===== src/verilog/sprite_pkg.sv =====
package sprite_pkg;

   // engine sizes
   localparam int NUM_SPRITES = 4;
   localparam int SPRITE_ID_W = 2;        // log2 of NUM_SPRITES
   localparam int COORD_W     = 10;       // screen coordinate, 0..1023
   localparam int SPRITE_DIM  = 16;       // sprites are 16x16 pixels
   localparam int BMP_ADDR_W  = 14;       // 16K one-bit entries per unit

   // attribute field widths
   localparam int OFFS_W      = 4;        // row or column offset inside a sprite
   localparam int ENABLE_W    = 1;

   typedef logic [COORD_W-1:0]     coord_t;
   typedef logic [BMP_ADDR_W-1:0]  bmp_addr_t;
   typedef logic [SPRITE_ID_W-1:0] sprite_id_t;
   typedef logic [ENABLE_W-1:0]    enable_t;

   // address 0 holds the null sprite and always reads 0
   localparam bmp_addr_t NULL_ADDR = '0;

   // host write target, carried on wr_target
   typedef enum logic [2:0] {
      TGT_X      = 3'd0,   // x position, low COORD_W bits of wr_addr
      TGT_Y      = 3'd1,   // y position, low COORD_W bits of wr_addr
      TGT_BASE   = 3'd2,   // bitmap base, whole wr_addr
      TGT_ENABLE = 3'd3,   // enable, bit 0 of wr_addr
      TGT_BITMAP = 3'd4    // bitmap bit wr_data at wr_addr
   } wr_target_e;

endpackage


===== src/verilog/sprite_mixer.sv =====
`timescale 1ns/1ps

module sprite_mixer import sprite_pkg::*; (
   input  logic                   clk,
   input  logic                   arst_n,
   input  logic [NUM_SPRITES-1:0] unit_valid,
   input  logic [NUM_SPRITES-1:0] unit_pix,
   output logic                   out_valid,
   output logic                   out_hit,
   output sprite_id_t             out_id
);

   logic [NUM_SPRITES-1:0] pix_set;     // units reporting a set pixel
   logic                   sel_hit;
   sprite_id_t             sel_id;

   assign pix_set = unit_valid & unit_pix;

   // walk from the top so the lowest index is written last and wins
   always_comb begin
      sel_hit = 1'b0;
      sel_id  = '0;
      for (int i = NUM_SPRITES - 1; i >= 0; i--) begin
         if (pix_set[i]) begin
            sel_hit = 1'b1;
            sel_id  = sprite_id_t'(i);
         end
      end
   end

   always_ff @(posedge clk or negedge arst_n) begin
      if (!arst_n) begin
         out_valid <= 1'b0;
         out_hit   <= 1'b0;
         out_id    <= '0;
      end else begin
         out_valid <= |unit_valid;   // units run in lockstep
         out_hit   <= sel_hit;
         out_id    <= sel_id;        // 0 when nothing hits
      end
   end

endmodule


===== config.mk =====
export PLATFORM = sky130hd
export DESIGN_NAME = sprite_mixer
export DESIGN_NICKNAME = d
export VERILOG_FILES = /design/src/verilog/sprite_pkg.sv /design/src/verilog/sprite_mixer.sv
export SDC_FILE = /design/constraint.sdc
export NUM_CORES = 1
export LEC_CHECK = 0
export BUFFER_PORTS_ARGS = -buffer_cell sky130_fd_sc_hd__buf_2
export CAP_MARGIN = 20
export CORE_AREA = 10 10 47 49
export CTS_BUF_LIST = sky130_fd_sc_hd__clkbuf_16
export DETAILED_ROUTE_END_ITERATION = 6
export DIE_AREA = 0 0 57 59
export GPL_TIMING_DRIVEN = 1
export PLACE_DENSITY = 0.44
export SLEW_MARGIN = 20
export SYNTH_ARGS = -nofsm -noshare
export SYNTH_HDL_FRONTEND = slang
export SYNTH_SLANG_ARGS = --single-unit

===== constraint.sdc =====
create_clock -name clk -period 0.8 [get_ports clk]
set_input_delay 0.04 -clock clk [delete_from_list [all_inputs] [get_ports clk]]
set_output_delay 0.04 -clock clk [all_outputs]
set_load 0.01 [all_outputs]

* After elaboration in Yosys (flattened, before gate mapping) *
Cells that the tools add are included.

storage, ports and cells
  register bits = 4
  input bits = 10
  logic and storage cells = 13
  output and inout port bits = 4

operators by class
  reduce and logical (&&, ||, !) cells = 1
  bitwise operators = 1
  mux-type cells = 8

operators with widths
  cell              count
  $mux W2           4
  $and A4 B4 Y4     1
  $mux W1           4
  $reduce_or A4 Y1  1

* Longest topological paths before layout *
Gate-level depths: netlist (run 1).

  depth after elaboration = 5
  gate-level depth with buffers = 3
  depth with buffers taken out = 3

* Worst setup path after synthesis (run 1) *
No wires, ideal clock.

  path type = input to register
  start = input unit_valid[2]
  end = register out_valid
  required time = 661 ps
  arrival = 534 ps
  setup slack = 127 ps
  buffers on the path = 0
  cell stages on the path = 1
  setup time = 139 ps
  cells stage by stage = or4_1

between the ends
  cells in the longest elaborated chain, start to end = 1

ends and longest elaborated chain
  item                  RTL line            text
  from (decl)           sprite_mixer.sv:6   input logic [NUM_SPRITES-1:0] unit_valid,
  $reduce_or A4 Y1      sprite_mixer.sv:37  out_valid <= |unit_valid;
  to (signal assigned)  sprite_mixer.sv:37
  to (decl)             sprite_mixer.sv:8   output logic out_valid,

No other way between the ends.

* Final worst setup path (run 1) *
  start = register out_hit
  end = output out_hit

RTL lines
  item                    RTL line            text
  from (decl)             sprite_mixer.sv:9   output logic out_hit,
  from (signal assigned)  sprite_mixer.sv:38  out_hit <= sel_hit;

No word-level cell between the ends.

==> reports/qor.yml, run 1 <==
run_status:
  status: "complete, no violations"
timing:
  fmax_mhz: 1350
  worstMarginPinSlew_ns: 0.221
  final_max_slew_viol_count: 0
  holdWs_ns: 0.0154
  setup_tns_ns: 0
  rsz0062_at_grt: "no"
  final.min_clock_period_ns: 0.740
  hold_viol_final: 0
  layout_setup_ws_ns: 0.0600
  period_share: 0.925
  slew_headroom: 0.853
  finalSetupViolations: 0
setup_path:
  end_kind: "output port"
  cp.required_ns: 0.76
  setup.worst_path.start_class: "register"
  max_stage_delay_ns: 0.34
  crit_arrival_ns: 0.70
  critical-path-slowest-cell: "dfrtp_1"
  crit_type: "reg -> out"
  crit_buf_inv: 1
  crit_path_max_fanout: 1
  crit_family: "flip-flops"
  crit_chain: "buf_2"
detailed_routing:
  vias_per_cell: 3.52
  drcViolationCount: 0
  vias: 162
  routed_wl_um: 530
  final_antenna_net_count: 0
  first_pass_iters: 2
  wl_per_cell_um: 11.5
  detailedRoute.firstIterationViolations: 2
grt:
  grt_util_met3: 0.0365
  grt_util_met2: 0.0310
  antenna_found_initial: 0
  grt_max_degree: 5
  busiest_layer: "met1"
  overflow: 0
  track_usage: 0.0377
  grt_pass1_wl_um: 883
  met1_usage: 0.0454
  grt_pass1_vias: 213
placed_design:
  placement.io_buffers: 13
  gp_congestion: 0.584
  dpl.hpwl_um: 446
  dpl_worst_slack_ns: 0.000627
  dp_cells: 42
yosys:
  synth_common_cells: "4 x dfrtp_1, 2 x a22oi_1, 2 x nand2_1"
  ys_top_cells_by_area: "dfrtp_1 67%, a22oi_1 10%, a32oi_1 5.8%"
  postSynthAreaPerCell_um2: 12.5
  ys_types: 7
  yosysMostFrequentCell: "dfrtp_1"
  ys_warn_count: 0
  ys_ff_latch: 4
  synthCells: 12
  ys_seq_area_frac: 0.667
  yosys_most_used_dff: "dfrtp_1"
  syn_area_um2: 150
  yosys.area.top_type: "dfrtp_1"
  syn_nets: 22
  synth_top_area_share: 0.667
  async_flop_share: 1.00
  synth_edf_count: 0
clocking:
  clkTransAtPathRegs_ns: 0.03
  cts_max_level: 1
  cts_inserted_buffers: 3
  cts_tree: "built"
  clock-sinks: 4
  cts_buffer_depth: 2
  cts_setup_buffers: 0
  cts_root_buf: "clkbuf_16"
  ctsResizeCount: 0
min_path:
  hold_start: "unit_pix[0]"
  hold_class: "in -> reg"
  min_to: "out_id[0]"
  hold_depth: 2
finish:
  n_antenna_cell: 0
  stdcell_count: 46
  drive_gt1_frac: 0.567
  final_nets: 42
  area_growth_pct: 118
  final_util: 0.234
floorplan:
  die-area_um2: 3360
  coreArea_um2: 1400
  start_util: 0.107
  rows: 14
  io_pins: 14
  fp.dieH_um: 59
  die_width_um: 57
power_and_ir_drop:
  power_density_nw_per_um2: 3240
  irDropWorstVdd_uv: 673
  p_leak_nw: 0.158
run:
  cap_viol_max_count: 0
## layout by cell type (no fill, tap or decap)
| master | n |
|---|---|
| buf_2 | 13 |
| dfrtp_1 | 4 |
| clkbuf_16 | 3 |
| nand2_1 | 2 |
| a22oi_1 | 2 |
| a32oi_1 | 1 |
| a21oi_1 | 1 |
| nor2b_1 | 1 |
| or4_1 | 1 |
| dlygate4sd3_1 | 1 |
| buf_4 | 1 |
## flip-flops by register name, summed over array words and instances, names as in the netlist
register,flops
out_id,2
out_valid,1
out_hit,1
## repair_timing
item / 4_1_cts / 5_1_grt
endpoints found under the setup margin: 0 / 0
endpoints found under the hold margin: 4 / 0
hold buffers: 1 / 0
## worst max path at each step
stage / endpoint / cells after the start / start / slack, ns
floorplan: out_valid / 1 / unit_valid[2] / 0.13
global placement: out_valid / 2 / unit_valid[0] / 0.02
detailed placement: out_valid / 2 / unit_valid[2] / 0.0006
CTS: out_hit / 1 / out_hit / 0.05
global route: out_valid / 1 / out_valid / 0.03
finish: out_hit / 1 / out_hit / 0.06
## power by group
| group | internal (mW) | leakage (nW) | switching, mW | total, mW |
|---|---|---|---|---|
| Clock | 0.637 | 0.0370 | 0.125 | 0.762 |
| Sequential | 0.217 | 0.0454 | 0.00269 | 0.220 |
| Combinational | 0.0415 | 0.0756 | 0.0396 | 0.0811 |
## cells by family (layout without fill, tap and decap cells)
kind of cell	after synthesis	in the layout	share of synthesized area
DFF	4	4	0.667
AOI/OAI and AO/OA	4	4	0.192
and+or+nand+nor	4	4	0.142
buffers and inverters	0	18	0
## layer usage
metal	routed length (µm)	share of wire	vias up
li1	-	-	82
met5	0	0	-
met4	0	0	0
met2	125	0.24	14
met3	71	0.13	0
met1	333	0.63	66
## stage by stage
stage | power (mW) | cell area [µm²]
detailed placement | 0.300 | 243
finish | 1.06 | 328
global route | 1.11 | 328
global placement | 0.301 | 243
floorplan | 0.247 | 150
CTS | 1.09 | 328
## area by class of cell
class	count	area, µm²
fillers	159	1070
flip-flops and latches	4	100
repair buffers	15	82.6
clock buffers	3	75.1
multi-input cells	8	50.0
well taps	16	20.0
Note: power is estimated with default switching activity, not from simulation.
==> inputs of run 2 (changes only) <==
CELL_PAD_IN_SITES_DETAIL_PLACEMENT = 1   (was unset)
CELL_PAD_IN_SITES_GLOBAL_PLACEMENT = 1   (was unset)
PLACE_DENSITY = 0.53   (was 0.44)
REMOVE_ABC_BUFFERS = 1   (was unset)
SETUP_SLACK_MARGIN = 0.05   (was unset)
==> reports/qor.yml, run 2 (synthesis gave the netlist of run 1 again) <==
grt:
  grt_max_degree: 5  # unchanged
  grt_pass1_wl_um: 910  # was 883 µm
  antenna_found_initial: 0  # unchanged
  track_usage: 0.0407  # was 0.0377
  overflow: 0  # unchanged
  grt_pass1_vias: 215  # was 213
finish:
  area_growth_pct: 117  # was 118%
  largest_register_ffs: 2  # unchanged
  final_common_cell: "buf_2"  # unchanged
  n_fill_cell: 172  # was 159
  multiInputGateArea_um2: 50.0  # unchanged
  drive_gt1_frac: 0.552  # was 0.567
  n_antenna_cell: 0  # unchanged
  regArea_um2: 100  # unchanged
  final_nets: 41  # was 42
  final_cell_mix: "12 x buf_2, 4 x dfrtp_1, 3 x clkbuf_16"  # was 13 x buf_2, 4 x dfrtp_1, 3 x clkbuf_16
  final_area_um2: 327  # was 328 µm²
  regMostFlops: "out_id"  # unchanged
  reg.largest.list: "out_id (2), out_hit (1), out_valid (1)"  # unchanged
clocking:
  cts_buffer_depth: 2  # unchanged
  cts_max_level: 1  # unchanged
  clkTransAtPathRegs_ns: 0.03  # about the same
  cts_setup_buffers: 0  # unchanged
  clock-sinks: 4  # unchanged
  cts_tree: "built"  # unchanged
  cts_inserted_buffers: 3  # unchanged
  cts_root_buf: "clkbuf_16"  # unchanged
timing:
  hold_viol_final: 0  # unchanged
  final_max_slew_viol_count: 0  # unchanged
  holdWs_ns: 0.00921  # was 0.0154 ns
  layout_setup_ws_ns: 0.0446  # was 0.0600 ns
  final.min_clock_period_ns: 0.755  # was 0.740 ns
  finalSetupViolations: 0  # unchanged
  slew_headroom: 0.851  # was 0.853
  period_share: 0.944  # was 0.925
  worstMarginPinSlew_ns: 0.223  # was 0.221 ns
  fmax_mhz: 1320  # was 1350 MHz
  rsz0062_at_grt: "yes"  # was no
detailed_routing:
  vias_per_cell: 3.87  # was 3.52
  routed_wl_um: 604  # was 530 µm
  final_antenna_net_count: 0  # unchanged
  first_pass_iters: 2  # unchanged
  wl_per_cell_um: 13.4  # was 11.5 µm
  detailedRoute.firstIterationViolations: 3  # was 2
  drcViolationCount: 0  # unchanged
  vias: 174  # was 162
min_path:
  hold_class: "in -> reg"  # unchanged
floorplan:
  fp.dieH_um: 59  # unchanged
  die-area_um2: 3360  # unchanged
  coreArea_um2: 1400  # unchanged
  io_pins: 14  # unchanged
  die_width_um: 57  # unchanged
  start_util: 0.107  # unchanged
  rows: 14  # unchanged
run_status:
  status: "complete, no violations"  # unchanged
setup_path:
  crit_family: "flip-flops"  # unchanged
  cp.required_ns: 0.76  # about the same
  end_kind: "output port"  # unchanged
  setup.worst_path.start_class: "register"  # unchanged
  crit_buf_inv: 1  # unchanged
  crit_path_max_fanout: 1  # unchanged
  crit_arrival_ns: 0.72  # was 0.70 ns
  critical-path-slowest-cell: "dfrtp_1"  # unchanged
  max_stage_delay_ns: 0.35  # was 0.34 ns
  crit_type: "reg -> out"  # unchanged
  crit_chain: "buf_2"  # unchanged
power_and_ir_drop:
  power_density_nw_per_um2: 3290  # was 3240 nW/µm²
  power.total_mw: 1.07  # was 1.06 mW
  irDropWorstVdd_uv: 995  # was 673 µV
  p_leak_nw: 0.157  # was 0.158 nW
placed_design:
  dpl_cell_area_um2: 235  # was 243 µm²
  gp_congestion: 0.751  # was 0.584
  dpl.hpwl_um: 516  # was 446 µm
  dpl_worst_slack_ns: -0.0122  # was 0.000627 ns
  placement.io_buffers: 13  # unchanged
run:
  cap_viol_max_count: 0  # unchanged
run 2: changes by cell type in the layout (fill, tap and decap cells not counted), sizes merged:
cell	delta
buf	-1
run 2: report_power, final:
part	total (mW)	switching, mW	internal (mW)
registers	0.221	0.00377	0.217
logic	0.0795	0.0396	0.0399
clock network	0.772	0.135	0.638
total	1.07	0.178	0.895
run 2: what timing repair did:
item	4_1_cts	5_1_grt
endpoints found under the setup margin	2	4
hold buffers	1	0
endpoints found under the hold margin	4	0
gates resized for setup	0	1
run 2: area by class of cell:
| type | count | area share |
|---|---|---|
| Timing Repair Buffer | 14 | 0.249 |
| Tap cell | 16 | 0.0613 |
| Multi-Input combinational cell | 8 | 0.153 |
| Sequential cell | 4 | 0.307 |
| Clock buffer | 3 | 0.230 |
run 2: layer usage:
metal  GRT usage  wire length [µm]  vias up
met5           0                 0        -
met4      0.0503                22        0
li1            -                 -       80
met1      0.0359               270       76
met3      0.0558               140        2
met2      0.0357               170       16
run 2: through the flow:
step / cells / util / setup TNS, ns
4_1_cts: 45 / 0.229 / 0
3_5_place_dp: 41 / 0.168 / -0.0122
6_report: 45 / 0.233 / 0
2_1_floorplan: 12 / - / 0
5_1_grt: 45 / 0.233 / 0
3_3_place_gp: 41 / 0.168 / 0
run 2: worst paths after layout:
path / startpoint / endpoint / slack [ns] / depth (start not counted)
hold / removal: unit_pix[0] / out_id[0] / 0.009 / 2
max in group asynchronous: arst_n / out_id[1] / 0.52 / 2
min in group asynchronous: arst_n / out_valid / 0.16 / 2
setup / recovery: out_id[0] / out_id[0] / 0.04 / 1
==> inputs of run 3 (changes only) <==
BUFFER_PORTS_ARGS = -buffer_cell sky130_fd_sc_hd__clkbuf_2   (was -buffer_cell sky130_fd_sc_hd__buf_2)
==> reports/qor.yml, run 3 (synthesis gave the netlist of run 1 again) <==
timing:
  finalSetupViolations: 0  # unchanged
  hold_viol_final: 0  # unchanged
  holdWs_ns: 0.0222  # was 0.00921 ns
  period_share: 0.930  # was 0.944
  layout_setup_ws_ns: 0.0561  # was 0.0446 ns
  rsz0062_at_grt: "yes"  # unchanged
  slew_headroom: 0.864  # was 0.851
  final_max_slew_viol_count: 0  # unchanged
  final.min_clock_period_ns: 0.744  # was 0.755 ns
  setup_tns_ns: 0  # unchanged
  fmax_mhz: 1340  # was 1320 MHz
  worstMarginPinSlew_ns: 0.204  # was 0.223 ns
power_and_ir_drop:
  p_leak_nw: 0.156  # was 0.157 nW
  power.total_mw: 1.07  # about the same
  irDropWorstVdd_uv: 896  # was 995 µV
  power_density_nw_per_um2: 3330  # was 3290 nW/µm²
setup_path:
  crit_chain: "clkbuf_2"  # was buf_2
  setup.worst_path.end: "out_id[0]"  # unchanged
  crit_cells: 1  # unchanged
  crit_type: "reg -> out"  # unchanged
  crit_path_max_fanout: 1  # unchanged
  setup.worst_path.start_class: "register"  # unchanged
  worstSetupStartpoint: "out_id[0]"  # unchanged
  max_stage_delay_ns: 0.35  # about the same
  crit_buf_inv: 1  # unchanged
  critical-path-slowest-cell: "dfrtp_1"  # unchanged
  crit_arrival_ns: 0.70  # was 0.72 ns
  cp.required_ns: 0.76  # about the same
  end_kind: "output port"  # unchanged
  crit_family: "flip-flops"  # unchanged
finish:
  n_antenna_cell: 0  # unchanged
  stdcell_count: 45  # unchanged
  final_nets: 41  # unchanged
  final_common_cell: "clkbuf_2"  # was buf_2
  final_util: 0.229  # was 0.233
  reg.largest.list: "out_id (2), out_hit (1), out_valid (1)"  # unchanged
  final_area_um2: 320  # was 327 µm²
  regMostFlops: "out_id"  # unchanged
  largest_register_ffs: 2  # unchanged
  final_cell_mix: "13 x clkbuf_2, 4 x dfrtp_1, 3 x clkbuf_16"  # was 12 x buf_2, 4 x dfrtp_1, 3 x clkbuf_16
  area_growth_pct: 113  # was 117%
  drive_gt1_frac: 0.552  # unchanged
detailed_routing:
  vias_per_cell: 3.76  # was 3.87
  routed_wl_um: 582  # was 604 µm
  vias: 169  # was 174
  drcViolationCount: 0  # unchanged
  first_pass_iters: 2  # unchanged
  final_antenna_net_count: 0  # unchanged
  wl_per_cell_um: 12.9  # was 13.4 µm
  detailedRoute.firstIterationViolations: 2  # was 3
run:
  cap_viol_max_count: 0  # unchanged
placed_design:
  placement.io_buffers: 13  # unchanged
  dpl_cell_area_um2: 235  # unchanged
  dpl_worst_slack_ns: -0.00892  # was -0.0122 ns
  dpl.hpwl_um: 514  # was 516 µm
  gp_congestion: 0.754  # was 0.751
  dp_cells: 41  # unchanged
floorplan:
  fp.dieH_um: 59  # unchanged
  die-area_um2: 3360  # unchanged
  die_width_um: 57  # unchanged
  start_util: 0.107  # unchanged
  coreArea_um2: 1400  # unchanged
  io_pins: 14  # unchanged
  rows: 14  # unchanged
min_path:
  hold_class: "in -> reg"  # unchanged
grt:
  track_usage: 0.0416  # was 0.0407
  grt_pass1_wl_um: 924  # was 910 µm
  antenna_found_initial: 0  # unchanged
  overflow: 0  # unchanged
  grt_pass1_vias: 212  # was 215
  grt_max_degree: 5  # unchanged
clocking:
  cts_root_buf: "clkbuf_16"  # unchanged
  clock-sinks: 4  # unchanged
  cts_max_level: 1  # unchanged
  ctsResizeCount: 0  # unchanged
  clkTransAtPathRegs_ns: 0.03  # about the same
  cts_inserted_buffers: 3  # unchanged
  cts_buffer_depth: 2  # unchanged
  cts_tree: "built"  # unchanged
run_status:
  status: "complete, no violations"  # unchanged
run 3: changes by cell type in the layout (fill, tap and decap cells not counted):
cell,delta
clkbuf_2,+13
buf_2,-12
buf_6,-1
run 3: how the worst min path moves through the flow:
stage               slack (ns)   startpoint        end  depth (start not counted)
floorplan                -0.26       arst_n    out_hit                          0
global placement         -0.16       arst_n  out_valid                          1
detailed placement       -0.15       arst_n  out_id[0]                          1
CTS                       0.02  unit_pix[0]  out_id[0]                          2
global route              0.03  unit_pix[0]  out_id[0]                          2
finish                    0.02  unit_pix[0]  out_id[0]                          2
run 3: per-layer routing:
| metal | global-route usage | wire length [µm] | share of wire | up-vias |
|---|---|---|---|---|
| li1 | - | - | - | 80 |
| met1 | 0.0371 | 246 | 0.42 | 70 |
| met4 | 0.0503 | 19 | 0.033 | 0 |
| met3 | 0.0644 | 163 | 0.28 | 2 |
| met5 | 0 | 0 | 0 | - |
| met2 | 0.0310 | 153 | 0.26 | 17 |
run 3: power by group:
group	switching (mW)	internal, mW	leakage (nW)
clock network	0.132	0.638	0.0370
registers	0.00360	0.217	0.0454
logic	0.0395	0.0382	0.0740
run 3: repair_timing:
action / in CTS / in global routing
endpoints found under the hold margin: 4 / 0
setup buffers: 0 / 0
pin swaps: 0 / 0
hold buffers: 1 / 0
setup endpoints to repair: 1 / 4
run 3: layout make-up:
| type | count | area (µm²) |
|---|---|---|
| multi-input combinational | 8 | 50.0 |
| clock buffer | 3 | 75.1 |
| tap | 16 | 20.0 |
| sequential | 4 | 100 |
| timing repair buffer | 14 | 75.1 |
| fill | 173 | 1080 |
